File: src/ooo_macros.svh
`ifndef OOO_MACROS_SVH
`define OOO_MACROS_SVH

// data path width
`define OOO_XLEN 32

// architectural registers x0..x31
`define OOO_NUM_AREGS 32

// reorder buffer entries, also the number of rename tags
`define OOO_ROB_DEPTH 8

// default reservation station depth
`define OOO_RS_DEPTH 4

// multiplier bits consumed per cycle
`define OOO_MUL_STEP 8

`endif

File: src/ooo_pkg.sv
`include "ooo_macros.svh"

package ooo_pkg;

    typedef struct packed {
        logic [6:0] funct7;
        logic [4:0] rs2;
        logic [4:0] rs1;
        logic [2:0] funct3;
        logic [4:0] rd;
        logic [6:0] opcode;
    } inst_r_t;

    typedef struct packed {
        logic [11:0] imm12;
        logic [4:0]  rs1;
        logic [2:0]  funct3;
        logic [4:0]  rd;
        logic [6:0]  opcode;
    } inst_i_t;

    // one word read through two field layouts
    typedef union packed {
        inst_r_t r;
        inst_i_t i;
    } inst_u;

    typedef enum logic [3:0] {
        OP_ADD, OP_SUB, OP_SLL, OP_SLT, OP_SLTU,
        OP_XOR, OP_SRL, OP_SRA, OP_OR, OP_AND
    } alu_op_e;

    typedef logic [$clog2(`OOO_ROB_DEPTH)-1:0] tag_t;

    typedef struct packed {
        alu_op_e              op;
        logic                 is_mul;
        logic                 use_imm;
        logic [`OOO_XLEN-1:0] imm;
        logic [4:0]           rs1;
        logic [4:0]           rs2;
        logic [4:0]           rd;
    } uop_t;

    typedef struct packed {
        logic                 ready;
        tag_t                 tag;   // valid while not ready
        logic [`OOO_XLEN-1:0] value;
    } operand_t;

    typedef struct packed {
        alu_op_e  op;
        operand_t src1;
        operand_t src2;
        tag_t     dst;
    } dispatch_t;

    typedef struct packed {
        logic                 valid;
        tag_t                 tag;
        logic [`OOO_XLEN-1:0] value;
    } cdb_t;

    typedef struct packed {
        logic                 valid;
        logic [4:0]           rd;
        logic [`OOO_XLEN-1:0] value;
    } commit_t;

    // pick up a waited-on value from either result bus
    function automatic operand_t snoop_operand(operand_t op, cdb_t a, cdb_t b);
        operand_t res;
        res = op;
        if (!op.ready && a.valid && a.tag == op.tag) begin
            res.ready = 1'b1;
            res.value = a.value;
        end else if (!op.ready && b.valid && b.tag == op.tag) begin
            res.ready = 1'b1;
            res.value = b.value;
        end
        return res;
    endfunction

endpackage

File: src/multiplier.sv
`include "ooo_macros.svh"

module multiplier (
    input  logic               clk,
    input  logic               rst_n,
    input  logic               issue,
    input  ooo_pkg::dispatch_t op,
    output logic               busy,
    output ooo_pkg::cdb_t      result
);
    import ooo_pkg::*;

    localparam int STEPS = `OOO_XLEN / `OOO_MUL_STEP;
    localparam int CNT_W = (STEPS > 1) ? $clog2(STEPS) : 1;

    logic [`OOO_XLEN-1:0] mcand;
    logic [`OOO_XLEN-1:0] mplier;
    logic [`OOO_XLEN-1:0] acc;
    logic [CNT_W-1:0]     cnt;
    tag_t                 dst;
    logic [`OOO_XLEN-1:0] step_a;
    logic [`OOO_XLEN-1:0] step_b;
    logic [`OOO_XLEN-1:0] step_sum;
    logic                 last;

    // first step runs in the issue cycle straight from the operands
    always_comb begin
        step_a   = issue ? op.src1.value : mcand;
        step_b   = issue ? op.src2.value : mplier;
        step_sum = issue ? '0 : acc;
        for (int k = 0; k < `OOO_MUL_STEP; k++) begin
            if (step_b[k]) begin
                step_sum = step_sum + (step_a << k);
            end
        end
    end

    assign last = busy && (cnt == CNT_W'(STEPS - 1));

    always_ff @(posedge clk or negedge rst_n) begin
        if (!rst_n) begin
            busy   <= 1'b0;
            cnt    <= '0;
            result <= '0;
        end else begin
            result.valid <= last;
            if (last) begin
                result.tag   <= dst;
                result.value <= step_sum;   // low word only
            end
            if (issue) begin
                busy <= 1'b1;
                cnt  <= CNT_W'(1);
            end else if (busy) begin
                cnt <= cnt + 1'b1;
                if (last) begin
                    busy <= 1'b0;
                end
            end
        end
    end

    always_ff @(posedge clk) begin
        if (issue || busy) begin
            acc    <= step_sum;
            mcand  <= step_a << `OOO_MUL_STEP;
            mplier <= step_b >> `OOO_MUL_STEP;
        end
        if (issue) begin
            dst <= op.dst;
        end
    end

endmodule

File: config.mk
export PLATFORM = sky130hd
export DESIGN_NAME = multiplier
export DESIGN_NICKNAME = d
export VERILOG_FILES = /design/src/ooo_pkg.sv /design/src/multiplier.sv
export VERILOG_INCLUDE_DIRS = /design/src
export SDC_FILE = /design/constraint.sdc
export NUM_CORES = 1
export LEC_CHECK = 0
export BUFFER_PORTS_ARGS = -buffer_cell sky130_fd_sc_hd__buf_2
export CAP_MARGIN = 5
export CORE_ASPECT_RATIO = 0.8
export CORE_UTILIZATION = 33
export CTS_BUF_LIST = sky130_fd_sc_hd__clkbuf_8
export DETAILED_ROUTE_END_ITERATION = 16
export HOLD_SLACK_MARGIN = 0.08
export SLEW_MARGIN = 10
export SYNTH_ARGS = -nofsm -noshare
export SYNTH_HDL_FRONTEND = slang
export SYNTH_SLANG_ARGS = --single-unit
export TNS_END_PERCENT = 100
File: constraint.sdc
create_clock -name clk -period 25.4 [get_ports clk]
set_clock_uncertainty 0.05 [all_clocks]
set_input_delay 1.27 -clock clk [delete_from_list [all_inputs] [get_ports clk]]
set_output_delay 1.27 -clock clk [all_outputs]
set_load 0.05 [all_outputs]
After elaboration in Yosys (flattened, before gate mapping)
Cells that the tools add are included.
{ "totals": {"wordCells": 39, "ff_bits": 122, "inputBits": 82, "output_inout_bits": 37} }
{ "op_classes": {"n_addsub": 9, "n_mux": 16, "n_reduce_logical": 3, "eq_ne": 1} }
{ "op_table": {"columns": ["operator", "count"], "rows": [
  ["32-bit 2-to-1 mux", 10],
  ["32-bit adder", 8],
  ["24-bit 2-to-1 mux", 1],
  ["2-bit 2-to-1 mux", 2],
  ["1-bit 2-to-1 mux", 3],
  ["2-bit by 1-bit adder with 2-bit output, second input constant", 1],
  ["2-bit == test, second input constant", 1],
  ["2-bit nonzero test", 1],
  ["1-bit logical AND", 1],
  ["1-bit logical OR", 1]
]} }

Depth between registers and ports, before layout
{ "logic_depth": {"word_depth": 17, "depth_mapped": 77, "ltp_nobuf": 73} }

Worst setup path after synthesis
OpenSTA, ideal clock, no wires.
{ "synth_timing": {"path_kind": "input port to flip-flop", "start": "input issue", "end": "register result[31] in the netlist's numbering", "required_ps": 25279, "stages": 68, "setup_slack_ps": 10335, "path_buffers": 6, "t_arrival_ps": 14944, "setup_ps": 71, "path_cell_list": "buf_4 > buf_2 > buf_1 > clkbuf_1 > buf_1 > mux2_2 > ha_1 > a21o_1 > a221o_1 > a31oi_1 > xor2_1 > o21ai_0 > ha_1 > clkbuf_1 > a211o_1 > a211o_1 > a21oi_1 > nor3_1 > [... 32 more ...] > a221o_1 > a21o_1 > ha_1 > and3_1 > nand4_1 > and3_1 > o21ai_0 > o221ai_1 > ha_1 > or2_2 > a21oi_1 > nand2b_1 > a22oi_1 > a31oi_1 > mux2i_1 > nand2_1 > or3b_1 > nand4_1"} }
{ "synth_between": {"elab_chain_cells": 17, "word_cells_on_any_way": 19, "classes_between": "add/sub (8); mux (11)"} }
{ "synth_rtl": {"columns": ["element", "line_no", "rtl"], "rows": [
  ["start, declared", "multiplier.sv:6", "input logic issue,"],
  ["32-bit 2-to-1 mux *", "multiplier.sv:28", "step_a = issue ? op.src1.value : mcand;"],
  ["named net step_a[11]", "multiplier.sv:21", "logic [`OOO_XLEN-1:0] step_a;"],
  ["32-bit adder", "multiplier.sv:33", "step_sum = step_sum + (step_a << k);"],
  ["32-bit 2-to-1 mux", "multiplier.sv:32", "if (step_b[k]) begin"],
  ["32-bit adder", "multiplier.sv:33", null],
  ["32-bit 2-to-1 mux", "multiplier.sv:32", null],
  ["32-bit adder", "multiplier.sv:33", null],
  ["32-bit 2-to-1 mux", "multiplier.sv:32", null],
  ["[... 2 more ...]", null, null],
  ["32-bit adder", "multiplier.sv:33", null],
  ["32-bit 2-to-1 mux", "multiplier.sv:32", null],
  ["32-bit adder", "multiplier.sv:33", null],
  ["32-bit 2-to-1 mux", "multiplier.sv:32", null],
  ["32-bit adder", "multiplier.sv:33", null],
  ["32-bit 2-to-1 mux", "multiplier.sv:32", null],
  ["32-bit adder", "multiplier.sv:33", null],
  ["32-bit 2-to-1 mux *", "multiplier.sv:32", null],
  ["end, declared", "multiplier.sv:9", "output ooo_pkg::cdb_t result"]
]} }
Mark *: on every way through the listed nets, which the timed path passes. The rest lies on a longest branch.
A chain may end at the register's enable or synchronous reset.

Worst setup path in the final report
Ends and elaborated chain as after synthesis.

==> impl_metrics.json <==
{
  "outcome": "finished, final reports clean",
  "layout_commonest_cell": "nand2_1",
  "rr_worst_depth": 63,
  "dpl.cell_count": 3109,
  "cts_hold_repair.buffers": 0,
  "hold_violations": 0,
  "grt_start_max_net_pins": 66,
  "crit_arrival_ns": 18.08,
  "ys_seq_area_share_pct": 18.7,
  "numCtsBuffers": 17,
  "drt-initial-drc-count": 1785,
  "critPathLaunchType": "primary input",
  "final_cells": 3141,
  "detail_route.wl_per_cell_um": 20.5,
  "wirelength_mm": 64.4,
  "n_fill_cell": 5713,
  "synth_area_um2": 18500,
  "drc": 0,
  "end_kind": "register",
  "ys_seq_elements": 122,
  "grt_overflow": 0,
  "syn_inst": 2316,
  "synthArstFlopShare_pct": 32.0,
  "initial_core_util_pct": 33.5,
  "grt_usage_pct": 22.2,
  "final.period_utilization_pct": 69.7,
  "setup_tns_ns": 0,
  "io_buffers": 106,
  "worstPathMaxFanout": 65,
  "drive_above_1_share_pct": 12.3,
  "rsz0062_at_grt": "no",
  "drv_cap": 0,
  "slowest_stage": "buf_4",
  "ys_types": 98,
  "fp.dieH_um": 214,
  "via_per_inst": 5.81,
  "cp_num_buf_inv": 7,
  "ios": 119,
  "worst_pin_slew_ns": 1.03,
  "clock-sinks": 122,
  "num-nets-final": 2692,
  "holdCritPathClass": "register to register",
  "ctsHtreeMaxLevel": 4,
  "avgSynthCellArea_um2": 8.00,
  "hold_depth": 2,
  "grt_first_pass_wirelength_mm": 98.3,
  "seqCellArea_um2": 3470,
  "antenna_found_initial": 2,
  "synthFlopType": "edfxtp_1",
  "clk_pin_slew_worst_paths_ns": 0.08,
  "root_buffer": "clkbuf_8",
  "ys_warn_count": 0,
  "post_cts_resized": 0,
  "post-cts-setup-buffers": 0,
  "fp.dieW_um": 267,
  "insertion_delay_ns": 0.50,
  "multiInputGateArea_um2": 14400,
  "antenna_cells": 0,
  "fmax_ghz": 0.0565,
  "firstDrtPassIters": 5,
  "die-area_um2": 57100,
  "synth_nets": 2630,
  "antenna_violating_nets_post_route": 0,
  "grt_pass1_vias": 17300,
  "setup_violations": 0,
  "routabilityCongestion": 0.925,
  "dr_total_vias": 18300,
  "layout_common_cells": "nand2_1 (259), ha_1 (225), a21oi_1 (204)",
  "worst-path-stages": 67,
  "max_stage_delay_ns": 0.73,
  "crit_type": "primary input to register",
  "final_max_slew_viol_count": 0,
  "slew_headroom_pct": 31.2,
  "cts_buffer_depth": 2,
  "area_growth_pct": 9.44,
  "synth_edf_count": 83,
  "coreArea_um2": 55400,
  "critical-path-top-delay-family": "compound AO/OA/AOI/OAI gates",
  "tritoncts": "built",
  "dpl.hpwl_mm": 50.4,
  "num_rows": 77,
  "cp_data_required_time_ns": 25.77,
  "finalCriticalPeriod_ns": 17.71
}
==> worst reg2reg max path, delay by kind of cell, from the launching register on <==
kind / cells / cell delay (ns)
muxes: 2 / 0.83
and+or+nand+nor: 19 / 3.42
DFF: 1 / 0.36
adders and majority gates: 8 / 3.24
xor gates and xnor gates: 6 / 0.93
AOI/OAI and AO/OA: 28 / 7.14
==> cells in the mapped netlist (all sizes together), types with 12 or more instances <==
master | n | area [µm²]
mux2 | 96 | 1100
and2 | 38 | 238
o31ai | 22 | 170
xor2 | 64 | 561
o21ai | 148 | 741
inv | 100 | 375
mux2i | 29 | 290
or3 | 12 | 75.1
buf | 25 | 110
xnor2 | 107 | 937
clkbuf | 54 | 203
nand2b | 16 | 100
o21bai | 32 | 240
a21o | 114 | 856
nand4 | 21 | 131
o22ai | 17 | 106
o211ai | 30 | 235
and3 | 30 | 188
nand3 | 45 | 225
nor2b | 33 | 206
edfxtp | 83 | 2490
o21a | 20 | 150
dfrtp | 39 | 976
a22oi | 14 | 110
ha | 225 | 2820
nor3 | 27 | 135
a21oi | 205 | 1030
a211o | 12 | 105
nand2 | 261 | 982
a31oi | 46 | 294
a211oi | 32 | 250
nor2 | 159 | 597
==> stage by stage <==
| stage | hold WS [ns] | utilization, % | cell area [µm²] | setup slack (ns) |
|---|---|---|---|---|
| after floorplan | 0.365 | - | 18500 | 10.34 |
| after global placement | 0.380 | 35.9 | 19900 | 7.84 |
| after detailed placement | 0.382 | 35.9 | 19900 | 7.61 |
| after CTS | 0.404 | 36.6 | 20300 | 8.08 |
| after global routing | 0.427 | 36.6 | 20300 | 6.39 |
| final | 0.395 | 36.6 | 20300 | 7.69 |
==> final timing paths <==
kind | startpoint | to | slack (ns)
setup / recovery | issue | result[31]$_DFFE_PN0P_ | 7.69
min in group asynchronous | rst_n | result[26]$_DFFE_PN0P_ | 0.89
max in group asynchronous | rst_n | result[0]$_DFFE_PN0P_ | 23.75
hold reg to reg | dst[1]$_DFFE_PP_ | result[33]$_DFFE_PN0P_ | 0.40
hold / removal | dst[1]$_DFFE_PP_ | result[33]$_DFFE_PN0P_ | 0.40
setup reg to reg | mcand[11]$_DFFE_PP_ | result[31]$_DFFE_PN0P_ | 9.34
==> sequential cells by signal (all words and copies together), names as in the netlist <==
register  cells
acc          32
busy          1
cnt           2
dst           3
mcand        24
mplier       24
result       36
==> kinds of logic (layout without fill, tap and decap cells) <==
kind of cell | count (synthesis) | in the layout | share of synthesized area, %
AO/OA/AOI/OAI | 803 | 803 | 28.7
AND/OR/NAND/NOR | 682 | 682 | 17.2
adder cells (fa/ha/maj) | 232 | 232 | 15.9
buffers and inverters | 179 | 254 | 3.71
XOR/XNOR | 172 | 172 | 8.20
multiplexers | 125 | 125 | 7.48
flip-flops | 122 | 122 | 18.7
other | 1 | 1 | 0.0202
==> metal layers <==
layer / GRT usage, % / wire (µm) / up-vias
met4: 5.40 / 1270 / 0
li1: - / - / 8787
met5: 0 / 0 / -
met1: 31.9 / 30700 / 8737
met2: 34.8 / 28100 / 643
met3: 3.07 / 4330 / 87
==> area by class of cell <==
class                      instances  share of cell area [%]
timing repair buffer             122                    3.22
tap                              750                    4.63
clock buffer                      17                    1.15
multi-input combinational       2015                    71.2
clock inverter                    15                   0.857
inverter                         100                    1.85
sequential                       122                    17.1
Power is left out: the tool's default activity adds up to more than one toggle a clock period on the data nets, which glitch-free logic cannot reach.
