[config.mk]
export PLATFORM = sky130hd
export DESIGN_NAME = reservation_station
export DESIGN_NICKNAME = d
export VERILOG_FILES = /design/src/ooo_pkg.sv /design/src/reservation_station.sv
export VERILOG_INCLUDE_DIRS = /design/src
export SDC_FILE = /design/constraint.sdc
export NUM_CORES = 1
export LEC_CHECK = 0
export BUFFER_PORTS_ARGS = -buffer_cell sky130_fd_sc_hd__buf_2
export CORE_MARGIN = 8
export CORE_UTILIZATION = 45
export DETAILED_ROUTE_END_ITERATION = 10
export PLACE_DENSITY_LB_ADDON = 0.05
export SLEW_MARGIN = 20
export SYNTH_ARGS = -nofsm -noshare
export SYNTH_HDL_FRONTEND = slang
export SYNTH_SLANG_ARGS = --single-unit
[constraint.sdc]
create_clock -name clk -period 5.38 [get_ports clk]
set_input_delay 0.538 -clock clk [delete_from_list [all_inputs] [get_ports clk]]
set_output_delay 0.538 -clock clk [all_outputs]
set_load 0.01 [all_outputs]
[src/ooo_macros.svh]
`ifndef OOO_MACROS_SVH
`define OOO_MACROS_SVH

// data path width
`define OOO_XLEN 32

// architectural registers x0..x31
`define OOO_NUM_AREGS 32

// reorder buffer entries, also the number of rename tags
`define OOO_ROB_DEPTH 8

// default reservation station depth
`define OOO_RS_DEPTH 4

// multiplier bits consumed per cycle
`define OOO_MUL_STEP 8

`endif

[src/ooo_pkg.sv]
`include "ooo_macros.svh"

package ooo_pkg;

    typedef struct packed {
        logic [6:0] funct7;
        logic [4:0] rs2;
        logic [4:0] rs1;
        logic [2:0] funct3;
        logic [4:0] rd;
        logic [6:0] opcode;
    } inst_r_t;

    typedef struct packed {
        logic [11:0] imm12;
        logic [4:0]  rs1;
        logic [2:0]  funct3;
        logic [4:0]  rd;
        logic [6:0]  opcode;
    } inst_i_t;

    // one word read through two field layouts
    typedef union packed {
        inst_r_t r;
        inst_i_t i;
    } inst_u;

    typedef enum logic [3:0] {
        OP_ADD, OP_SUB, OP_SLL, OP_SLT, OP_SLTU,
        OP_XOR, OP_SRL, OP_SRA, OP_OR, OP_AND
    } alu_op_e;

    typedef logic [$clog2(`OOO_ROB_DEPTH)-1:0] tag_t;

    typedef struct packed {
        alu_op_e              op;
        logic                 is_mul;
        logic                 use_imm;
        logic [`OOO_XLEN-1:0] imm;
        logic [4:0]           rs1;
        logic [4:0]           rs2;
        logic [4:0]           rd;
    } uop_t;

    typedef struct packed {
        logic                 ready;
        tag_t                 tag;   // valid while not ready
        logic [`OOO_XLEN-1:0] value;
    } operand_t;

    typedef struct packed {
        alu_op_e  op;
        operand_t src1;
        operand_t src2;
        tag_t     dst;
    } dispatch_t;

    typedef struct packed {
        logic                 valid;
        tag_t                 tag;
        logic [`OOO_XLEN-1:0] value;
    } cdb_t;

    typedef struct packed {
        logic                 valid;
        logic [4:0]           rd;
        logic [`OOO_XLEN-1:0] value;
    } commit_t;

    // pick up a waited-on value from either result bus
    function automatic operand_t snoop_operand(operand_t op, cdb_t a, cdb_t b);
        operand_t res;
        res = op;
        if (!op.ready && a.valid && a.tag == op.tag) begin
            res.ready = 1'b1;
            res.value = a.value;
        end else if (!op.ready && b.valid && b.tag == op.tag) begin
            res.ready = 1'b1;
            res.value = b.value;
        end
        return res;
    endfunction

endpackage

[src/reservation_station.sv]
`include "ooo_macros.svh"

module reservation_station #(
    parameter int DEPTH = `OOO_RS_DEPTH
) (
    input  logic               clk,
    input  logic               rst_n,
    input  logic               write,
    input  ooo_pkg::dispatch_t entry,
    output logic               full,
    input  logic               unit_busy,
    input  ooo_pkg::cdb_t      alu_cdb,
    input  ooo_pkg::cdb_t      mul_cdb,
    output logic               issue,
    output ooo_pkg::dispatch_t issued
);
    import ooo_pkg::*;

    localparam int IDX_W = (DEPTH > 1) ? $clog2(DEPTH) : 1;

    dispatch_t        slot [DEPTH];
    logic [DEPTH-1:0] used;
    logic [IDX_W-1:0] age [DEPTH];   // 0 is the oldest
    logic [IDX_W:0]   occupancy;
    logic [IDX_W-1:0] sel;
    logic [IDX_W-1:0] free_idx;
    logic             found;

    always_comb begin
        found     = 1'b0;
        sel       = '0;
        free_idx  = '0;
        occupancy = '0;
        for (int i = 0; i < DEPTH; i++) begin
            if (used[i]) begin
                occupancy = occupancy + 1'b1;
            end
            if (used[i] && slot[i].src1.ready && slot[i].src2.ready &&
                (!found || age[i] < age[sel])) begin
                found = 1'b1;
                sel   = IDX_W'(i);
            end
        end
        for (int i = DEPTH - 1; i >= 0; i--) begin
            if (!used[i]) begin
                free_idx = IDX_W'(i);
            end
        end
    end

    assign full   = &used;
    assign issue  = found && !unit_busy;
    assign issued = slot[sel];

    always_ff @(posedge clk or negedge rst_n) begin
        if (!rst_n) begin
            used <= '0;
            for (int i = 0; i < DEPTH; i++) begin
                age[i] <= '0;
            end
        end else begin
            // close the gap left by the issued entry
            for (int i = 0; i < DEPTH; i++) begin
                if (issue && used[i] && age[i] > age[sel]) begin
                    age[i] <= age[i] - 1'b1;
                end
            end
            if (issue) begin
                used[sel] <= 1'b0;
            end
            if (write) begin
                used[free_idx] <= 1'b1;
                age[free_idx]  <= IDX_W'(occupancy - (issue ? 1'b1 : 1'b0));
            end
        end
    end

    always_ff @(posedge clk) begin
        for (int i = 0; i < DEPTH; i++) begin
            if (used[i]) begin
                slot[i].src1 <= snoop_operand(slot[i].src1, alu_cdb, mul_cdb);
                slot[i].src2 <= snoop_operand(slot[i].src2, alu_cdb, mul_cdb);
            end
        end
        if (write) begin
            slot[free_idx] <= entry;
        end
    end

endmodule
== Word-level counts from Yosys, hierarchy flattened ==
Memories as Yosys holds them, arrays and structs flattened.
Index checks and enable logic that the tools add are counted.
Storage, ports and cells
  memories: 1
  memory bits (writable): 316
  register bits after elaboration: 12
  input bits: 155
Memory list
  slot: words 4, width 79, rd ports 5, clocked after memory_dff 0, wr ports 5, RTL line reservation_station.sv:21  | dispatch_t slot [DEPTH];
Cells by class
  equality and inequality tests: 16
  magnitude comparators: 16
  muxes and demuxes: 97
  bitwise operators: 7
  add/sub/neg operators: 8
  reduce and logical (&&, ||, !) cells: 71
Operator list (count)
  2-to-1 mux 32 bit: 24
  logical AND 1 bit: 55
  equality test 3 bit: 16
  2-to-1 mux 1 bit: 43
  2-to-1 mux 2 bit: 20
  binary-select mux 2 bit (select 2 bit): 3
  greater-or-equal comparator 3 bit, second input constant: 4
  zero test 1 bit: 12
  NOT 2 -> 3 bit: 3
  bitwise mux 8 bit: 1
  > comparator 2 bit: 4
  2-to-1 mux 4 bit: 2
  2-to-1 mux 8 bit: 1
  subtractor 2 x 1 -> 2 bit, second input constant: 4
  < comparator 2 bit: 3
  < comparator 2 x 3 -> 1 bit, second input constant: 2
  adder 2 x 1 -> 2 bit, second input constant: 2
  bitwise AND 4 bit: 1
  demux 1 bit (select 2 bit): 2
  demux 2 bit (select 2 bit): 1
  greater-or-equal comparator 2 x 1 -> 1 bit, second input constant: 2
  NOT 4 bit: 1
  bitwise OR 4 bit: 1
  AND reduction 4 bit: 1
  other kinds (5): 7

== Depth between registers and ports, before layout ==
An unclocked memory read counts as a cell.
  word-level depth: 33
  gate-level depth with buffers: 29

== Worst setup path before layout ==
OpenSTA, ideal clock, no wires.
  kind: register to register
  from: reg age[7] (netlist bit)
  to: reg age[2] (netlist bit)
  data required time: 5.256 ns
  data arrival time: 5.438 ns
  cell stages (with the launch flop): 25
  period minus slack after synthesis: 5.562 ns
  slack: -0.182 ns
  path buffers: 2
  cell sequence: dfrtp_1 inv_1 ha_1 a21oi_1 o21ai_1 clkbuf_1 a21boi_0 ha_1 o41a_4 o221ai_4 and2_4 inv_2 ha_1 nor3_1 o21a_1 nor2_1 buf_2 a21oi_1 ha_1 nor2_1 inv_1 o221ai_1 o31ai_2 o31a_1 o31a_1
Between the ends
  longest elaborated chain between the ends: 29
  elaborated cells on any way between the ends: 38
  classes of those cells: add/sub: 1; order compare: 4; mux: 19; bitwise: 3; reduce/logical: 11
Ends and longest elaborated chain
  from (decl): RTL line reservation_station.sv:23  | logic [IDX_W-1:0] age [DEPTH];
  from (signal, indexed assignment): RTL line reservation_station.sv:65  | age[i] <= age[i] - 1'b1;
  from (signal, indexed assignment): RTL line reservation_station.sv:73  | age[free_idx] <= IDX_W'(occupancy - (issue ? 1'b1 : 1'b0));
  < comparator 2 bit: RTL line reservation_station.sv:39  | (!found || age[i] < age[sel])) begin
  logical OR 1 bit: RTL line reservation_station.sv:39
  logical AND 1 bit: RTL line reservation_station.sv:38  | if (used[i] && slot[i].src1.ready && slot[i].src2.ready &&
  2-to-1 mux 1 bit: RTL line reservation_station.sv:38
  NOT 1 -> 3 bit (not written as such): RTL line reservation_station.sv:39
  binary-select mux 2 bit (select 2 bit): RTL line reservation_station.sv:39
  2-to-1 mux 2 bit (not written as such) (2 in a row): RTL line reservation_station.sv:39
  < comparator 2 bit: RTL line reservation_station.sv:39
  [... 11 more ...]
  NOT 2 -> 3 bit (not written as such): RTL line reservation_station.sv:64  | if (issue && used[i] && age[i] > age[sel]) begin
  binary-select mux 2 bit (select 2 bit): RTL line reservation_station.sv:64
  2-to-1 mux 2 bit (not written as such) (2 in a row): RTL line reservation_station.sv:64
  > comparator 2 bit: RTL line reservation_station.sv:64
  logical AND 1 bit: RTL line reservation_station.sv:64
  2-to-1 mux 2 bit: RTL line reservation_station.sv:64
  bitwise mux 8 bit: RTL line reservation_station.sv:73
  2-to-1 mux 8 bit *: RTL line reservation_station.sv:71  | if (write) begin
Every way passes the cells marked *; elsewhere a longest branch is shown, timed or not. The select of a mux whose other input is x is not followed.

==> results.yml <==
status:
  status: "complete, no violations"
global_routing:
  grt_max_degree: 84
  grtUsageTotal_pct: 25.79
  first_global_vias: 15750
  grt_pass1_wl_microns: 98770
  antenna_found_initial: 5
  overflow: 0
worst_setup_path:
  startpoint: "age[5]"
  worstSetupStartpointType: "register"
  reg2reg_from: "age[5]"
  end_kind: "output pin"
  crit_fanout: 19
  crit_required_ns: 4.84
  setup.worst_path.class: "reg2out"
  critical_path_arrival_ns: 4.65
synthesis:
  synth_area_leaders: "edfxtp_1 (49%), mux2i_1 (13%), o21ai_0 (6.8%)"
  syn_nets: 2063
  yosysSeqAreaShare_pct: 50.82
  ys_ff_latch: 328
  yosys_warnings: 0
  dominantRegCellSynth: "edfxtp_1"
  yosys.cell_count.top_type: "nand2_1"
  synth_commonest_cells: "nand2_1 (348), edfxtp_1 (316), o21ai_0 (263), mux2i_1 (259), clkbuf_1 (145)"
  async_reset_ff_share_pct: 3.659
  synth_cell_type_count: 64
  synthCells: 1898
  synth_top_area_share_pct: 49.27
  synth_area_sq_um: 19260
  synth_top_area_cell: "edfxtp_1"
  synth_edf_count: 316
  syn_area_per_cell_sq_um: 10.15
pwr:
  leakage_nw: 9.347
  peakVddDrop_mv: 0.3737
  power_mw: 13.77
  p_per_area_nw_per_um2: 618.9
timing:
  min_period_over_period_pct: 96.37
  min_period_ns: 5.185
  setup_viol: 0
  worst_hold_slack_ns: 0.2054
  drv_slew: 0
  fmax_ghz: 0.1929
  timing.final.ws_setup_ns: 0.1955
  fin_skew_ns: 0.01909
  fin_tns_setup_ns: 0
  hold_viol: 0
  rsz0062_at_grt: "false"
  tightest_slew_ns: 0.9688
  slew_headroom_pct: 35.42
routing:
  drtPass1Iterations: 5
  viasPerCell: 6.063
  vias: 15730
  ant_nets: 0
  wl_per_cell_microns: 25.40
  routed_wl_microns: 65920
  drc: 0
  initialDrtViolationCount: 1413
clocking:
  clk_latency_ns: 0.56
  numCtsBuffers: 39
  cts.htree.levels: 2
  clockBufferDepth: 3
  cts_tree: "built"
  path_clk_slew_ns: 0.06
  cts_root_buf: "clkbuf_16"
  clock-sinks: 328
final_layout:
  final_area_sq_um: 22250
  drive_above_1_share_pct: 19.51
  nets: 2183
  final_util_pct: 52.11
  nFillCells: 3896
  syn_to_final_growth_pct: 15.51
  layoutNonFillerInstCount: 2595
placement:
  portBuffers: 235
  place_inst: 2515
  placed_area_sq_um: 20940
  place_hpwl_microns: 39390
  pre_cts_ws_ns: -0.03969
  place_congestion: 0.8547
hold_path:
  hold_path.class: "in2reg"
  min_from: "entry[0]"
die:
  die_h_microns: 222.9
  start_util_pct: 45.11
  die_w_microns: 222.9
  core_area_sq_um: 42700
  num_rows: 76
  die_area_sq_um: 49680
  io_pins: 236
run:
  max-cap-violations: 0
==> power by group <==
group          leakage [nW]  internal, mW  total [mW]  switching (mW)
logic                  5.72          2.68        7.33            4.65
clock network         0.578          1.43        2.50            1.07
registers              3.05          3.67        3.94           0.271
==> final cells by class <==
| cell class | instances | area [sq um] | area share, % |
|---|---|---|---|
| diodes | 4 | 10.01 | 0.04499 |
| clock buffers | 46 | 1045 | 4.696 |
| clock inverters | 22 | 122.6 | 0.5512 |
| inverters | 19 | 81.33 | 0.3656 |
| multi-input cells | 1336 | 8725 | 39.22 |
| flip-flops and latches | 328 | 9791 | 44.01 |
| well taps | 546 | 683.2 | 3.071 |
| repair buffers | 294 | 1790 | 8.048 |
==> registers in the layout, summed over array words and instances, names as in the netlist <==
signal / cells
slot: 316
age: 8
used: 4
==> per-layer routing <==
metal	global-route usage, %	vias up	routed length (microns)	share of wire, %
met1	34.98	7830	29190	44
met3	4.544	101	4311	6.5
met4	6.712	2	1422	2.2
met2	42.41	578	30990	47
met5	0	-	12	0.018
li1	-	7222	-	-
==> cells by family (layout without fill, tap and decap cells) <==
logic type,Yosys count,after routing,share of synthesized area [%]
AO/OA/AOI/OAI,487,487,15.84
other,0,4,0
adder cells (fa/ha/maj),10,10,0.6496
multiplexers,259,259,13.46
XOR/XNOR,52,52,2.365
AND/OR/NAND/NOR,528,528,11.91
flip-flops,328,328,50.83
buffers and inverters,234,381,4.956
==> cell usage in the layout (no fill, tap or decap), drive strengths merged, types with 7 or more instances in the layout <==
cell type and n:
nand2 349, edfxtp 316, buf 293, o21ai 266, mux2i 259, nand3 109, a21oi 91, a221o 77
clkbuf 46, xnor2 33, nor2 21, inv 20, clkinv 20, xor2 19, nor3b 14, dfrtp 12
ha 10, o22a 8, nor3 8, a31oi 7
==> critical path, cell delays in order (launching register included) <==
cell	delay (ns)
dfrtp_2	0.46
ha_4	0.29
a21oi_2	0.05
buf_4	0.14
o21ai_4	0.14
a21boi_2	0.08
ha_2	0.31
nor2_1	0.04
a21oi_2	0.21
o41a_4	0.22
o221ai_4	0.09
and2_4	0.20
inv_2	0.09
ha_1	0.24
nor2_1	0.11
nor2_1	0.07
or2_4	0.31
nand2_8	0.12
nor3_4	0.05
buf_4	0.18
buf_12	0.16
a221o_1	0.35
buf_2	0.16
==> worst paths after layout <==
| kind | to | slack (ns) | depth (start not counted) |
|---|---|---|---|
| max in group asynchronous | age[5] | 4.63 | 2 |
| min reg2reg | age[4] | 0.62 | 2 |
| max reg2reg | age[2] | 0.44 | 24 |
| max | issued[18] | 0.20 | 22 |
| min in group asynchronous | used[3] | 0.45 | 2 |
| min | slot[3][0] | 0.21 | 1 |
==> timing repair <==
action	CTS	global route
hold buffers	1	0
buffers inserted	4	3
endpoints found under the hold margin	12	0
pin swaps	1	1
setup endpoints to repair	81	83
resized for setup	6	11
No activity file was read; power rests on OpenSTA's default activity.
