### src/ooo_macros.svh
`ifndef OOO_MACROS_SVH
`define OOO_MACROS_SVH

// data path width
`define OOO_XLEN 32

// architectural registers x0..x31
`define OOO_NUM_AREGS 32

// reorder buffer entries, also the number of rename tags
`define OOO_ROB_DEPTH 8

// default reservation station depth
`define OOO_RS_DEPTH 4

// multiplier bits consumed per cycle
`define OOO_MUL_STEP 8

`endif

### src/ooo_pkg.sv
`include "ooo_macros.svh"

package ooo_pkg;

    typedef struct packed {
        logic [6:0] funct7;
        logic [4:0] rs2;
        logic [4:0] rs1;
        logic [2:0] funct3;
        logic [4:0] rd;
        logic [6:0] opcode;
    } inst_r_t;

    typedef struct packed {
        logic [11:0] imm12;
        logic [4:0]  rs1;
        logic [2:0]  funct3;
        logic [4:0]  rd;
        logic [6:0]  opcode;
    } inst_i_t;

    // one word read through two field layouts
    typedef union packed {
        inst_r_t r;
        inst_i_t i;
    } inst_u;

    typedef enum logic [3:0] {
        OP_ADD, OP_SUB, OP_SLL, OP_SLT, OP_SLTU,
        OP_XOR, OP_SRL, OP_SRA, OP_OR, OP_AND
    } alu_op_e;

    typedef logic [$clog2(`OOO_ROB_DEPTH)-1:0] tag_t;

    typedef struct packed {
        alu_op_e              op;
        logic                 is_mul;
        logic                 use_imm;
        logic [`OOO_XLEN-1:0] imm;
        logic [4:0]           rs1;
        logic [4:0]           rs2;
        logic [4:0]           rd;
    } uop_t;

    typedef struct packed {
        logic                 ready;
        tag_t                 tag;   // valid while not ready
        logic [`OOO_XLEN-1:0] value;
    } operand_t;

    typedef struct packed {
        alu_op_e  op;
        operand_t src1;
        operand_t src2;
        tag_t     dst;
    } dispatch_t;

    typedef struct packed {
        logic                 valid;
        tag_t                 tag;
        logic [`OOO_XLEN-1:0] value;
    } cdb_t;

    typedef struct packed {
        logic                 valid;
        logic [4:0]           rd;
        logic [`OOO_XLEN-1:0] value;
    } commit_t;

    // pick up a waited-on value from either result bus
    function automatic operand_t snoop_operand(operand_t op, cdb_t a, cdb_t b);
        operand_t res;
        res = op;
        if (!op.ready && a.valid && a.tag == op.tag) begin
            res.ready = 1'b1;
            res.value = a.value;
        end else if (!op.ready && b.valid && b.tag == op.tag) begin
            res.ready = 1'b1;
            res.value = b.value;
        end
        return res;
    endfunction

endpackage

### src/reorder_buffer.sv
`include "ooo_macros.svh"

module reorder_buffer (
    input  logic             clk,
    input  logic             rst_n,
    input  logic             alloc,
    output ooo_pkg::tag_t    tail,
    output logic             full,
    input  logic [4:0]       alloc_rd,
    input  ooo_pkg::tag_t    lookup1_tag,
    input  ooo_pkg::tag_t    lookup2_tag,
    output logic             lookup1_done,
    output logic             lookup2_done,
    output logic [31:0]      lookup1_value,
    output logic [31:0]      lookup2_value,
    input  ooo_pkg::cdb_t    alu_cdb,
    input  ooo_pkg::cdb_t    mul_cdb,
    output ooo_pkg::commit_t commit,
    output ooo_pkg::tag_t    head
);
    import ooo_pkg::*;

    localparam int DEPTH = `OOO_ROB_DEPTH;
    localparam int CNT_W = $clog2(DEPTH) + 1;

    logic [DEPTH-1:0]     done;
    logic [4:0]           rd_q [DEPTH];
    logic [`OOO_XLEN-1:0] value_q [DEPTH];
    logic [CNT_W-1:0]     count;
    tag_t                 sel;

    // head stays on the committing entry until its commit cycle ends,
    // so lookups by that tag still hit while the register file catches up
    assign sel  = commit.valid ? tag_t'(head + 1'b1) : head;
    assign full = (count == CNT_W'(DEPTH));

    assign lookup1_done  = done[lookup1_tag];
    assign lookup2_done  = done[lookup2_tag];
    assign lookup1_value = value_q[lookup1_tag];
    assign lookup2_value = value_q[lookup2_tag];

    always_ff @(posedge clk or negedge rst_n) begin
        if (!rst_n) begin
            head   <= '0;
            tail   <= '0;
            count  <= '0;
            done   <= '0;
            commit <= '0;
        end else begin
            commit.valid <= done[sel];
            commit.rd    <= rd_q[sel];
            commit.value <= value_q[sel];
            if (commit.valid) begin
                done[head] <= 1'b0;
                head       <= head + 1'b1;
            end
            if (alloc) begin
                done[tail] <= 1'b0;
                tail       <= tail + 1'b1;
            end
            if (alu_cdb.valid) begin
                done[alu_cdb.tag] <= 1'b1;
            end
            if (mul_cdb.valid) begin
                done[mul_cdb.tag] <= 1'b1;
            end
            case ({alloc, commit.valid})
                2'b10:   count <= count + 1'b1;
                2'b01:   count <= count - 1'b1;
                default: count <= count;
            endcase
        end
    end

    always_ff @(posedge clk) begin
        if (alloc) begin
            rd_q[tail] <= alloc_rd;
        end
        if (alu_cdb.valid) begin
            value_q[alu_cdb.tag] <= alu_cdb.value;
        end
        if (mul_cdb.valid) begin
            value_q[mul_cdb.tag] <= mul_cdb.value;
        end
    end

endmodule

### config.mk
export PLATFORM = sky130hd
export DESIGN_NAME = reorder_buffer
export DESIGN_NICKNAME = d
export VERILOG_FILES = /design/src/ooo_pkg.sv /design/src/reorder_buffer.sv
export VERILOG_INCLUDE_DIRS = /design/src
export SDC_FILE = /design/constraint.sdc
export NUM_CORES = 1
export LEC_CHECK = 0
export BUFFER_PORTS_ARGS = -buffer_cell sky130_fd_sc_hd__buf_2
export CAP_MARGIN = 20
export CORE_ASPECT_RATIO = 0.75
export CORE_MARGIN = 3
export CORE_UTILIZATION = 50
export CTS_CLUSTER_DIAMETER = 200
export DETAILED_ROUTE_END_ITERATION = 6
export PLACE_DENSITY = 0.69
export SYNTH_ARGS = -nofsm -noshare
export SYNTH_HDL_FRONTEND = slang
export SYNTH_SLANG_ARGS = --single-unit
### constraint.sdc
create_clock -name clk -period 5.85 [get_ports clk]
set_input_delay 0.2925 -clock clk [delete_from_list [all_inputs] [get_ports clk]]
set_output_delay 0.2925 -clock clk [all_outputs]
set_load 0.05 [all_outputs]
# Word level (Yosys, flattened, before mapping)
# Memories as Yosys holds them, arrays and structs flattened. A register that Yosys moved wholly into a read port is not among the register bits.
# Cells that the tools add are included.
dict set report op_classes {
  addsub 4
  mux 26
  reduce_logical 7
  n_eq_ne 3
  magnitude_cmp 11
  n_bitwise 6
}
# operator count
set ops {}
lappend ops {{8-bit 2-to-1 mux} 4}
lappend ops {{3-bit by 4-bit less-than comparator with 1-bit output (second input constant)} 7}
lappend ops {{8-bit AND} 2}
lappend ops {{8-bit NOT} 2}
lappend ops {{8-bit OR} 2}
lappend ops {{1-bit 2-to-1 mux} 13}
lappend ops {{1-bit demux with 3-bit select} 4}
lappend ops {{3-bit by 1-bit >= comparator with 1-bit output (second input constant)} 4}
lappend ops {{1-bit binary-select mux with 3-bit select} 3}
lappend ops {{4-bit case mux with 2 select lines} 1}
lappend ops {{3-bit by 1-bit adder with 3-bit output (second input constant)} 2}
lappend ops {{4-bit by 1-bit adder with 4-bit output (second input constant)} 1}
lappend ops {{4-bit equality test (second input constant)} 1}
lappend ops {{1-bit logical AND} 4}
lappend ops {{4-bit by 1-bit subtractor with 4-bit output (second input constant)} 1}
lappend ops {{3-bit 2-to-1 mux} 1}
lappend ops {{2-bit by 1-bit equality test with 1-bit output (second input constant)} 1}
lappend ops {{2-bit equality test (second input constant)} 1}
lappend ops {{1-bit logical NOT} 2}
lappend ops {{2-bit nonzero test} 1}
dict set report word_totals {
  out_inout_bits 111
  mem_bits_rw 296
  word_cells 64
  input_bits 86
  mem_count 2
  register_bits 19
}
# memory depth word_bits read_ports rd_ports_with_merged_regs wr line_no
set mem_list {}
lappend mem_list {value_q 8 32 3 1 2 reorder_buffer.sv:28} ;# logic [`OOO_XLEN-1:0] value_q [DEPTH];
lappend mem_list {rd_q 8 5 1 1 1 reorder_buffer.sv:27} ;# logic [4:0] rd_q [DEPTH];

# Longest topological paths before layout
dict set report logic_depth {
  ltp_word 13
  mapped_depth 7
  ltp_nobuf 7
}

# Least setup slack after synthesis
# Ideal clock, no wire load.
dict set report synth_path {
  kind {input to register}
  from {input alu_cdb[32] (netlist bit)}
  to {memory value_q[6][0] (netlist bit), enable pin}
  t_required_ns 5.382
  setup_ns 0.468
  setup_slack_ns 2.556
  cell_stages 2
  arrival_ns 2.826
  n_path_buf 0
  path_cell_list {nand2b_1 > o21ai_0}
}
# item line_no
set synth_lines {}
lappend synth_lines {{start, declared} reorder_buffer.sv:16} ;# input ooo_pkg::cdb_t alu_cdb,
lappend synth_lines {{end, declared} reorder_buffer.sv:28}

# Worst setup path after layout
dict set report layout_path {
  from {register head[0]}
  to {register commit[26] (netlist name)}
}
dict set report layout_between {
  elab_chain_cells 2
}
# item line_no
set layout_rtl {}
lappend layout_rtl {{start, declared} reorder_buffer.sv:19} ;# output ooo_pkg::tag_t head
lappend layout_rtl {{start signal, assigned} reorder_buffer.sv:55} ;# head <= head + 1'b1;
lappend layout_rtl {{3-bit by 1-bit adder with 3-bit output} reorder_buffer.sv:34} ;# assign sel = commit.valid ? tag_t'(head + 1'b1) : head;
lappend layout_rtl {{3-bit 2-to-1 mux (*)} n/a}
# Every way passes the cells marked *; elsewhere a longest branch is shown, timed or not.
# A chain may end at the register's enable or synchronous reset.

==> flow_summary.toml <==
[timing]
slew_viol_final = 0
setup_violations = 0
hold_viol_final = 0
period_share_pct = 61.4
setup_slack_ns = 2.26
worst_pin_slew_ns = 1.15
skew_ns = 0.0241
hold_ws_ns = 0.0203
setup_tns_ns = 0
period_needed_ns = 3.59
slew_headroom_pct = 23.5
fmax_mhz = 279
rsz0062_at_grt = "no"

[yosys]
async_flop_share_pct = 15.9
synth_nets = 1533
synth_flop_cell = "edfxtp_1"
ys_warn_count = 0
synth_edf_count = 296
syn_area_um2 = 23300
syn_avg_cell_area_um2 = 16.1
ys_ff_latch = 352
synth_cell_types = 38
yosysSeqAreaShare_pct = 44.2
netlist_instances = 1441

[floorplanning]
die-area_um2 = 49200
core.rowCount = 67
die_h_um = 193
core_um2 = 45300
dieWidth_um = 255
num_io_pins = 197
initial_utilization_pct = 51.4

[placed_design]
dp_hpwl_mm = 38.9
dp_cells = 2136
place_ws_ns = 2.28
place_congestion = 0.817
io_buffer_count = 196

[cts]
clk_pin_slew_worst_paths_ns = 0.06
cts_tree = "done"
root_buffer = "clkbuf_16"
cts_buffer_depth = 3
post_cts.repair.setup_buffers = 0
cts_sinks = 352
h-tree-depth = 2
numCtsBuffers = 39
clock_latency_ns = 0.55

[power_and_ir_drop]
ir_drop_uv = 646
p_comb_share_pct = 49.6
power_density_nw_per_um2 = 458
p_sw_mw = 4.61
sequentialPowerShare_pct = 30.6
switching_share_pct = 38.6
intPower_mw = 7.32
p_clk_share_pct = 19.8
leakagePower_nw = 9.84

[final_layout]
nNetsFinal = 1687
layout-drive-gt1-share_pct = 49.0
final_common_cell = "mux2i_1"
n_fill_cell = 3591
area_growth_pct = 12.0
final_cell_mix = "mux2i_1 (343), edfxtp_1 (296), mux2_2 (282)"
final_cells = 2215

[global_routing]
antenna_found_initial = 5
grt_max_degree = 127
gr-usage-all-layers_pct = 27.3
first_global_vias = 15300
grt_overflow = 0
grt_pass1_wl_mm = 98.7

[worst_setup_path]
cp_cell_sequence = "ha_4 > buf_4 > mux2i_1 > mux4_2 > mux2i_1"
cp_max_fo = 60
path_class = "reg -> reg"
max_stage_delay_ns = 1.17
worstPathArrival_ns = 4.04
worst-path-buf-inv = 1
crit_top_cell = "mux2i_1"
slowest_stage = "dfrtp_4"
setup.worst_path.start_class = "flop"
critPathTopFamily = "flip-flops"
endpoint_kind = "flop"
required_ns = 6.30

[detailed_routing]
drt_first_pass_iters = 5
routedWlPerCell_um = 29.9
drtIter0Drc = 1364
totalWireLength_mm = 66.3
vias = 14800
antenna_left = 0
drcViolationCount = 0
via_per_inst = 6.70

[flow_run]
maxCapViolations = 0

[run_status]
status = "completed"

[min_path]
hp-class = "in -> reg"
through the flow:
step	utilization, %	power, mW	area [µm²]
after floorplan	-	8.43	23300
after global placement	54.8	9.51	24800
after detailed placement	54.8	9.63	24800
after CTS	57.5	12.0	26000
after global routing	57.6	12.5	26100
final	57.6	11.9	26100
Yosys cell counts (all sizes together) (2+ instances only):
| master | n | area (µm²) |
|---|---|---|
| a31oi | 5 | 31.3 |
| dfrtp | 56 | 1400 |
| o21bai | 3 | 22.5 |
| nor4b | 2 | 17.5 |
| ha | 5 | 62.6 |
| nand2 | 10 | 37.5 |
| a21oi | 4 | 20.0 |
| nor2 | 8 | 30.0 |
| nand2b | 7 | 43.8 |
| nor3 | 6 | 35.0 |
| o21ai | 6 | 30.0 |
| nand4b | 2 | 17.5 |
| mux4 | 208 | 4680 |
| or2 | 2 | 12.5 |
| a21o | 8 | 60.1 |
| inv | 4 | 15.0 |
| mux2i | 343 | 3430 |
| xor2 | 3 | 26.3 |
| xnor2 | 3 | 26.3 |
| nor2b | 5 | 31.3 |
| mux2 | 324 | 3650 |
| edfxtp | 296 | 8890 |
| clkbuf | 35 | 135 |
| buf | 88 | 472 |
path summary, 6_finish.rpt:
path | from | endpoint | slack (ns) | cells past startpoint
max in group asynchronous | rst_n | head[1]$_DFF_PN0_ | 4.59 | 3
worst min register to register | count[2]$_DFFE_PN0P_ | count[2]$_DFFE_PN0P_ | 0.54 | 2
worst max-delay path | head[0]$_DFF_PN0_ | commit[26]$_DFF_PN0_ | 2.26 | 5
min in group asynchronous | rst_n | commit[32]$_DFF_PN0_ | 0.16 | 2
worst max register to register | head[0]$_DFF_PN0_ | commit[26]$_DFF_PN0_ | 2.26 | 5
worst min-delay path | alloc_rd[1] | rd_q[1][1]$_DFFE_PP_ | 0.02 | 1
power by group through the flow:
| stage | Clock, mW | Sequential, mW | Combinational [mW] |
|---|---|---|---|
| floorplan | 0 | 3.92 | 4.51 |
| global route | 2.51 | 3.69 | 6.30 |
| CTS | 2.40 | 3.63 | 5.95 |
| global placement | 0 | 3.67 | 5.83 |
| detailed placement | 0 | 3.69 | 5.95 |
| finish | 2.37 | 3.65 | 5.92 |
layout make-up:
type	instances	area (µm²)	area share [%]
Tap cell	586	733	2.81
Clock buffer	55	1080	4.13
Multi-Input combinational cell	962	12500	47.8
Timing Repair Buffer	236	1330	5.11
Sequential cell	352	10300	39.5
Antenna cell	3	7.51	0.0288
Inverter	4	15.0	0.0576
Clock inverter	17	125	0.480
per-layer routing:
layer / part of all wire (%) / routed length (µm) / track usage [%] / vias to the layer above
met2: 47 / 31400 / 43.3 / 614
met3: 7.3 / 4850 / 5.00 / 123
met1: 43 / 28400 / 38.6 / 7826
li1: - / - / - / 6268
met4: 2.4 / 1620 / 8.17 / 4
met5: 0.027 / 18 / 0 / -
kinds of logic (layout without fill, tap and decap cells):
| kind of cell | Yosys count | count (layout) | synth area share (%) |
|---|---|---|---|
| multiplexers | 875 | 875 | 50.6 |
| other | 0 | 3 | 0 |
| buffers and inverters | 127 | 312 | 2.67 |
| adder cells (fa/ha/maj) | 6 | 6 | 0.355 |
| AO/OA/AOI/OAI | 28 | 28 | 0.785 |
| flip-flops | 352 | 352 | 44.2 |
| XOR/XNOR | 6 | 6 | 0.226 |
| AND/OR/NAND/NOR | 47 | 47 | 1.13 |
sequential cells by signal, summed over array words and instances (netlist names):
register  flops
rd_q         40
done          8
commit       38
head          3
count         4
tail          3
value_q     256
what timing repair did:
action                                 in CTS  in global routing
endpoints found under the hold margin      22                  0
hold buffers                                3                  0
resized for setup                           0                  0
worst reg2reg max path, cell delays in order, from the launching register on:
cell	delay, ns
dfrtp_4	1.17
ha_4	1.03
buf_4	0.53
mux2i_1	0.14
mux4_2	0.48
mux2i_1	0.14
Note: power is estimated with default switching activity, not from simulation.
