**src/ooo_macros.svh**
```systemverilog
`ifndef OOO_MACROS_SVH
`define OOO_MACROS_SVH

// data path width
`define OOO_XLEN 32

// architectural registers x0..x31
`define OOO_NUM_AREGS 32

// reorder buffer entries, also the number of rename tags
`define OOO_ROB_DEPTH 8

// default reservation station depth
`define OOO_RS_DEPTH 4

// multiplier bits consumed per cycle
`define OOO_MUL_STEP 8

`endif

```
**src/ooo_pkg.sv**
```systemverilog
`include "ooo_macros.svh"

package ooo_pkg;

    typedef struct packed {
        logic [6:0] funct7;
        logic [4:0] rs2;
        logic [4:0] rs1;
        logic [2:0] funct3;
        logic [4:0] rd;
        logic [6:0] opcode;
    } inst_r_t;

    typedef struct packed {
        logic [11:0] imm12;
        logic [4:0]  rs1;
        logic [2:0]  funct3;
        logic [4:0]  rd;
        logic [6:0]  opcode;
    } inst_i_t;

    // one word read through two field layouts
    typedef union packed {
        inst_r_t r;
        inst_i_t i;
    } inst_u;

    typedef enum logic [3:0] {
        OP_ADD, OP_SUB, OP_SLL, OP_SLT, OP_SLTU,
        OP_XOR, OP_SRL, OP_SRA, OP_OR, OP_AND
    } alu_op_e;

    typedef logic [$clog2(`OOO_ROB_DEPTH)-1:0] tag_t;

    typedef struct packed {
        alu_op_e              op;
        logic                 is_mul;
        logic                 use_imm;
        logic [`OOO_XLEN-1:0] imm;
        logic [4:0]           rs1;
        logic [4:0]           rs2;
        logic [4:0]           rd;
    } uop_t;

    typedef struct packed {
        logic                 ready;
        tag_t                 tag;   // valid while not ready
        logic [`OOO_XLEN-1:0] value;
    } operand_t;

    typedef struct packed {
        alu_op_e  op;
        operand_t src1;
        operand_t src2;
        tag_t     dst;
    } dispatch_t;

    typedef struct packed {
        logic                 valid;
        tag_t                 tag;
        logic [`OOO_XLEN-1:0] value;
    } cdb_t;

    typedef struct packed {
        logic                 valid;
        logic [4:0]           rd;
        logic [`OOO_XLEN-1:0] value;
    } commit_t;

    // pick up a waited-on value from either result bus
    function automatic operand_t snoop_operand(operand_t op, cdb_t a, cdb_t b);
        operand_t res;
        res = op;
        if (!op.ready && a.valid && a.tag == op.tag) begin
            res.ready = 1'b1;
            res.value = a.value;
        end else if (!op.ready && b.valid && b.tag == op.tag) begin
            res.ready = 1'b1;
            res.value = b.value;
        end
        return res;
    endfunction

endpackage

```
**src/inst_decoder.sv**
```systemverilog
module inst_decoder (
    input  ooo_pkg::inst_u inst,
    output ooo_pkg::uop_t  uop
);
    import ooo_pkg::*;

    localparam logic [6:0] OPC_OP_IMM = 7'b0010011;
    localparam logic [6:0] FUNCT7_MUL = 7'b0000001;

    logic is_imm;
    logic alt;   // funct7 bit 5, sub / sra

    assign is_imm = (inst.r.opcode == OPC_OP_IMM);
    assign alt    = inst.r.funct7[5];

    always_comb begin
        uop         = '0;
        uop.use_imm = is_imm;
        uop.imm     = {{20{inst.i.imm12[11]}}, inst.i.imm12};
        uop.rs1     = inst.i.rs1;
        uop.rs2     = inst.r.rs2;
        uop.rd      = inst.r.rd;
        uop.is_mul  = !is_imm && (inst.r.funct7 == FUNCT7_MUL);

        case (inst.r.funct3)
            3'b000: begin
                // only the register add has a sub form
                if (!is_imm && !uop.is_mul && alt) begin
                    uop.op = OP_SUB;
                end else begin
                    uop.op = OP_ADD;
                end
            end
            3'b001: uop.op = OP_SLL;
            3'b010: uop.op = OP_SLT;
            3'b011: uop.op = OP_SLTU;
            3'b100: uop.op = OP_XOR;
            3'b101: uop.op = alt ? OP_SRA : OP_SRL;  // srai keeps funct7 in imm
            3'b110: uop.op = OP_OR;
            default: uop.op = OP_AND;
        endcase
    end

endmodule

```
**config.mk**
```make
export PLATFORM = sky130hd
export DESIGN_NAME = inst_decoder
export DESIGN_NICKNAME = d
export VERILOG_FILES = /design/src/ooo_pkg.sv /design/src/inst_decoder.sv
export VERILOG_INCLUDE_DIRS = /design/src
export SDC_FILE = /design/constraint.sdc
export NUM_CORES = 1
export LEC_CHECK = 0
export BUFFER_PORTS_ARGS = -buffer_cell sky130_fd_sc_hd__clkbuf_2
export CAP_MARGIN = 10
export CORE_ASPECT_RATIO = 1.1
export CORE_MARGIN = 3
export CORE_UTILIZATION = 26
export DETAILED_ROUTE_END_ITERATION = 10
export GPL_TIMING_DRIVEN = 0
export PLACE_DENSITY = 0.81
export SYNTH_ARGS = -nofsm -noshare
export SYNTH_HDL_FRONTEND = slang
export SYNTH_SLANG_ARGS = --single-unit
export TNS_END_PERCENT = 50
```
**constraint.sdc**
```tcl
create_clock -name vclk -period 1.1
set_clock_uncertainty 0.1 [all_clocks]
set_input_delay 0.11 -clock vclk [all_inputs]
set_output_delay 0.11 -clock vclk [all_outputs]
set_load 0.02 [all_outputs]
```
# --- Word level (Yosys, flattened, before mapping) ---
# Cells that the tools add are included.
classes:
  eq_ne: 8
  n_reduce_logical: 6
  muxes: 3
op_table:
  columns: ["op", "n"]
  rows:
  - ["$pmux W4 S7", 1]
  - ["$eq A3 B3 Y1 const B", 3]
  - ["$eq A7 B1 Y1 const B", 1]
  - ["$eq A7 B5 Y1 const B", 1]
  - ["$eq A3 B2 Y1 const B", 2]
  - ["$eq A3 B1 Y1 const B", 1]
  - ["$logic_and A1 B1 Y1", 3]
  - ["$logic_not A3 Y1", 1]
  - ["$logic_not A1 Y1", 2]
  - ["$mux W1", 2]
totals:
  inputBits: 32
  regBits: 0
  output_inout_bits: 53
  word_cells: 17

# --- Depth between registers and ports, before layout ---
# Gate-level depths: netlist of the first run.
logic_depth:
  depth_word: 8
  mapped_depth: 3
  depth_no_buf: 3

# --- Worst setup path after synthesis of the first run ---
# No wires, ideal clock.
synth_timing:
  path_type: "in2out"
  from: "input inst[2] (netlist bit)"
  to: "output uop[47] (netlist bit)"
  required_time_ns: 0.890
  cell_stages: 3
  path_buffers: 1
  arrival_ns: 1.013
  slack_ns: -0.123
  cell_sequence: "or4b_4 nor3_4 buf_4"
synth_between:
  elab_chain_len: 1
synth_lines:
  columns: ["item", "line_no", "rtl"]
  rows:
  - ["start: declaration", "inst_decoder.sv:2", "input ooo_pkg::inst_u inst,"]
  - ["$eq A7 B5 Y1", "inst_decoder.sv:13", "assign is_imm = (inst.r.opcode == OPC_OP_IMM);"]
  - ["end: declaration", "inst_decoder.sv:3", "output ooo_pkg::uop_t uop"]
# Every way passes these cells.

==> results.sh, run 1 <==
export IMPL_post_route_drc_count=0
export IMPL_yosysWarnings=0
export IMPL_power_switching_uw=226
export IMPL_fin_crit_sh_pct=128
export IMPL_rsz0062_at_grt="yes"
export IMPL_maxSlewHeadroom_pct=73.7
export IMPL_cts_hold_buf=0
export IMPL_busiest_layer="met2"
export IMPL_p_int_uw=205
export IMPL_viasPerCell=3.88
export IMPL_cp_start_kind="input port"
export IMPL_cp_max_fo=3
export IMPL_drt_iter0_markers=0
export IMPL_die_area_mm2=0.00246
export IMPL_die_w_um=47.5
export IMPL_area_growth_pct=78.2
export IMPL_grt_use_met1_pct=11.1
export IMPL_coreArea_mm2=0.00167
export IMPL_drv_slew=0
export IMPL_grt_pass1_vias=489
export IMPL_grt_pass1_wl_um=2010
export IMPL_combPwrFrac_pct=100.0
export IMPL_num_vias=598
export IMPL_p_seq_share_pct=0
export IMPL_fin_ws_ns=-0.303
export IMPL_cellLeakagePower_nw=0.586
export IMPL_vdd_drop_max_mv=0.239
export IMPL_overflow=0
export IMPL_antenna_cells=0
export IMPL_antenna_found_initial=0
export IMPL_crit_path_frequent_cell="clkbuf_2"
export IMPL_avgSynthCellArea_um2=7.36
export IMPL_pre_cts_slack_ns=-0.350
export IMPL_multi_input_area_um2=129
export IMPL_crit_slowest_cell="or4b_4"
export IMPL_yosys_area_top_type="buf_4"
export IMPL_synth_cells=67
export IMPL_drive_gt1_share_pct=88.3
export IMPL_setup_viol=3
export IMPL_path_class="input port to primary output"
export IMPL_yosysMostFrequentCell="buf_4"
export IMPL_max_freq_mhz=713
export IMPL_cp_arrival_ns=1.19
export IMPL_fin_cells=154
export IMPL_ant_nets=0
export IMPL_fin_crit_ns=1.40
export IMPL_dp_cells=154
export IMPL_netlist_area_um2=493
export IMPL_hold_viol=0
export IMPL_wl_per_cell_um=9.07
export IMPL_syn_num_nets=99
export IMPL_path_buf_inv=2
export IMPL_netlist_top_cells_area="buf_4 (73%), nor3_4 (3.3%), or4b_4 (2.8%), nand2b_1 (2.5%), mux2i_1 (2.0%)"
export IMPL_synth_distinct_cells=15
export IMPL_seq_area_um2=0
export IMPL_endpoint_kind="primary output"
export IMPL_gp_congestion=0.629
export IMPL_worst_slew_pin_slew_ns=0.395
export IMPL_worstPathCellList="clkbuf_2 > or4b_4 > nor3_4 > a21oi_2 > clkbuf_2"
export IMPL_gr_usage_met3_pct=0.346
export IMPL_initial_core_util_pct=29.5
export IMPL_io_pins=85
export IMPL_power_density_mw_per_mm2=490
export IMPL_postRouteWirelength_um=1400
export IMPL_status="finished, violations left"
export IMPL_violations="negative setup slack"
export IMPL_io_buffer_count=70
export IMPL_crit_family="simple AND/OR/NAND/NOR gates"
export IMPL_nets=171
export IMPL_switching_share_pct=52.4
export IMPL_grt_max_degree=23
export IMPL_clock_power_share_pct=0
export IMPL_met2_usage_pct=21.2
export IMPL_num_rows=15
export IMPL_cts_setup_buffers=0
export IMPL_fillCellCount=165
export IMPL_required_ns=0.89
export IMPL_drv_cap=0
export IMPL_clkbuf_count=0
export IMPL_firstDrtPassIters=1
export IMPL_grt_util_all_layers_pct=10.2
export IMPL_die_y_um=51.7
export IMPL_yosysSeqAreaShare_pct=0
export IMPL_slowest_delay_ns=0.54
export IMPL_hp_class="input port to primary output"
export IMPL_flops_and_latches=0
export IMPL_synth_top_area_share_pct=73.1
## power groups by stage
stage          clock network [mW]  registers (mW)  logic [mW]
6_report                        0               0       0.431
5_1_grt                         0               0       0.465
4_1_cts                         0               0       0.436
3_5_place_dp                    0               0       0.435
3_3_place_gp                    0               0       0.427
2_1_floorplan                   0               0       0.292
## final timing paths
path,startpoint,endpoint,slack [ns],cells after the start
setup / recovery,inst[6],uop[49],-0.30,5
hold / removal,inst[15],uop[10],0.34,2
## final cells by class
cell class / instances / area share [%]
Buffer: 48 / 41.5
Multi-Input combinational cell: 18 / 14.7
Timing Repair Buffer: 70 / 41.0
Inverter: 1 / 0.427
Tap cell: 17 / 2.42
## per-layer routing
metal	part of all wire [%]	routed length [um]
met5	0	0
met4	0	0
met3	13	188
met2	56	786
met1	30	422
## placed cells by master, fill, tap and decap left out, types with 2 or more instances in the layout
cell type	netlist	final
buf_4	48	47
nand2_1	2	2
nor2_1	2	2
nand2b_1	2	2
o21ai_0	2	2
clkbuf_2	0	68
nor3_1	2	2
## what timing repair did
action	CTS	global route
gates resized for setup	2	2
endpoints found under the setup margin	3	3
cloned	0	0
pin swaps	1	2
## cell families (layout without fill, tap and decap cells)
logic type             Yosys count  count (layout)  share of synthesized area, %
buffers and inverters           49             119                          73.9
muxes                            1               1                          2.03
AOI/OAI and AO/OA                4               4                          5.58
and+or+nand+nor                 13              13                          18.5
## metrics by stage
| stage | hold WS, ns | util, % | instance area (um^2) | TNS [ns] | total power, mW |
|---|---|---|---|---|---|
| finish | 0.344 | 52.6 | 878 | -0.894 | 0.431 |
| global route | 0.350 | 52.6 | 878 | -1.05 | 0.465 |
| CTS | 0.346 | 52.5 | 877 | -1.01 | 0.436 |
| detailed placement | 0.346 | 52.0 | 868 | -0.964 | 0.435 |
| global placement | 0.346 | 52.0 | 868 | -0.958 | 0.427 |
| floorplan | 0.233 | - | 497 | -0.331 | 0.292 |
Note: power is estimated with default switching activity, not from simulation.
==> inputs of run 2 (changes only) <==
--- a/config.mk
+++ b/config.mk
@@ -14,6 +14,8 @@
 export DETAILED_ROUTE_END_ITERATION = 10
 export GPL_TIMING_DRIVEN = 0
 export PLACE_DENSITY = 0.81
+export SETUP_SLACK_MARGIN = 0.1
+export SLEW_MARGIN = 20
 export SYNTH_ARGS = -nofsm -noshare
 export SYNTH_HDL_FRONTEND = slang
 export SYNTH_SLANG_ARGS = --single-unit
==> run 2 against run 1 <==
  * The run still ends with negative setup slack left
  * Highest routed layer unchanged
  * Critical path type unchanged
  * Clock-buffer cell count unchanged
  * Cell count is the same
  * Fmax is the same
  * Global-route usage unchanged
  * First-iteration DRC count unchanged
  * Largest power group unchanged
  * Critical path depth did not move
  * Worst setup slack unchanged
  * Worst hold slack unchanged
  * Non-clock buffer count unchanged
  * Total power grew 0.23%
  * Core utilization grew 0.15 points
  * Combinational power is essentially flat
==> results.sh, run 2 (synthesized netlist as in run 1, its figures left out) <==
export IMPL_stdcell_area_um2=881
export IMPL_path_buf_inv=2
export IMPL_violations="negative setup slack"
export IMPL_ant_nets=0
export IMPL_status="finished, violations left"
export IMPL_clkbuf_count=0
export IMPL_grt_util_all_layers_pct=10.2
export IMPL_crit_family="simple AND/OR/NAND/NOR gates"
export IMPL_grt_pass1_wl_um=2010
export IMPL_viasPerCell=3.88
export IMPL_post_route_drc_count=0
export IMPL_layout_commonest_cell="clkbuf_2"
export IMPL_setup_worst_path_end="uop[49]"
export IMPL_grt_max_degree=23
export IMPL_required_ns=0.89
export IMPL_io_pins=85
export IMPL_cts_hold_buf=0
export IMPL_drt_iter0_markers=0
export IMPL_wl_per_cell_um=9.07
export IMPL_seq_area_um2=0
export IMPL_cellLeakagePower_nw=0.587
export IMPL_path_depth=5
export IMPL_drv_cap=0
export IMPL_io_buffer_count=70
export IMPL_slowest_delay_ns=0.54
export IMPL_hold_viol=0
export IMPL_total_power_uw=432
export IMPL_num_rows=15
export IMPL_crit_slowest_cell="or4b_4"
export IMPL_crit_path_frequent_cell="clkbuf_2"
export IMPL_power_density_mw_per_mm2=490
export IMPL_overflow=0
export IMPL_area_growth_pct=78.7
export IMPL_coreArea_mm2=0.00167
export IMPL_fin_ws_ns=-0.303
export IMPL_drive_gt1_share_pct=88.3
export IMPL_final_util_pct=52.7
export IMPL_drv_slew=0
export IMPL_maxSlewHeadroom_pct=84.0
export IMPL_nets=171
export IMPL_layout_common_cells="clkbuf_2 (66), buf_4 (47)"
export IMPL_initial_core_util_pct=29.5
export IMPL_endpoint_kind="primary output"
export IMPL_crit_start="inst[6]"
export IMPL_die_area_mm2=0.00246
export IMPL_num_vias=598
export IMPL_flops_and_latches=0
export IMPL_worstPathCellList="clkbuf_2 > or4b_4 > nor3_4 > a21oi_2 > clkbuf_2"
export IMPL_grt_pass1_vias=489
export IMPL_post_dp_cell_area_um2=868
export IMPL_postRouteWirelength_um=1400
export IMPL_vdd_drop_max_mv=0.240
export IMPL_rsz0062_at_grt="yes"
export IMPL_max_freq_mhz=713
export IMPL_hp_class="input port to primary output"
export IMPL_cp_max_fo=3
export IMPL_fin_crit_ns=1.40
export IMPL_cp_start_kind="input port"
export IMPL_worst_slew_pin_slew_ns=0.236
export IMPL_cts_setup_buffers=0
export IMPL_firstDrtPassIters=1
export IMPL_cp_arrival_ns=1.19
export IMPL_path_class="input port to primary output"
export IMPL_die_w_um=47.5
export IMPL_antenna_found_initial=0
export IMPL_gp_congestion=0.629
export IMPL_die_y_um=51.7
export IMPL_fin_crit_sh_pct=128
export IMPL_setup_viol=3
export IMPL_antenna_cells=0
==> run 2: what timing repair did <==
action | 4_1_cts | 5_1_grt
pin swaps | 1 | 2
gates resized for setup | 3 | 4
endpoints found under the setup margin | 9 | 4
==> run 2: per-stage QoR <==
step	hold WS (ns)	instances	TNS [ns]	setup WS, ns
2_1_floorplan	0.233	67	-0.331	-0.117
3_3_place_gp	0.346	154	-0.958	-0.349
3_5_place_dp	0.346	154	-0.964	-0.350
4_1_cts	0.346	154	-1.01	-0.351
5_1_grt	0.350	154	-1.05	-0.354
6_report	0.344	154	-0.894	-0.303
==> run 2: cell type report <==
cell class	count	area, um^2
buffer	48	364
tap	17	21.3
timing repair buffer	70	363
multi-input combinational	18	129
inverter	1	3.75
fill	164	790
==> run 2: report_power, final <==
group / total (mW) / internal, mW / switching [mW] / leakage (nW)
sequential: 0 / 0 / 0 / 0
clock: 0 / 0 / 0 / 0
combinational: 0.432 / 0.206 / 0.226 / 0.587
total: 0.432 / 0.206 / 0.226 / 0.587
==> run 2: routing by layer <==
metal / up-vias / track usage [%] / routed length, um
met5: - / 0 / 0
met4: 0 / 0 / 0
met3: 0 / 0.346 / 188
met2: 45 / 21.2 / 786
met1: 245 / 11.1 / 421
li1: 308 / - / -
==> run 2: how the worst min path moves through the flow <==
stage               startpoint      end  slack, ns  depth (start not counted)
CTS                   inst[17]  uop[12]       0.35                          2
global placement      inst[17]  uop[12]       0.35                          2
detailed placement    inst[17]  uop[12]       0.35                          2
finish                inst[15]  uop[10]       0.34                          2
global route          inst[24]  uop[19]       0.35                          2
floorplan              inst[7]   uop[0]       0.23                          1
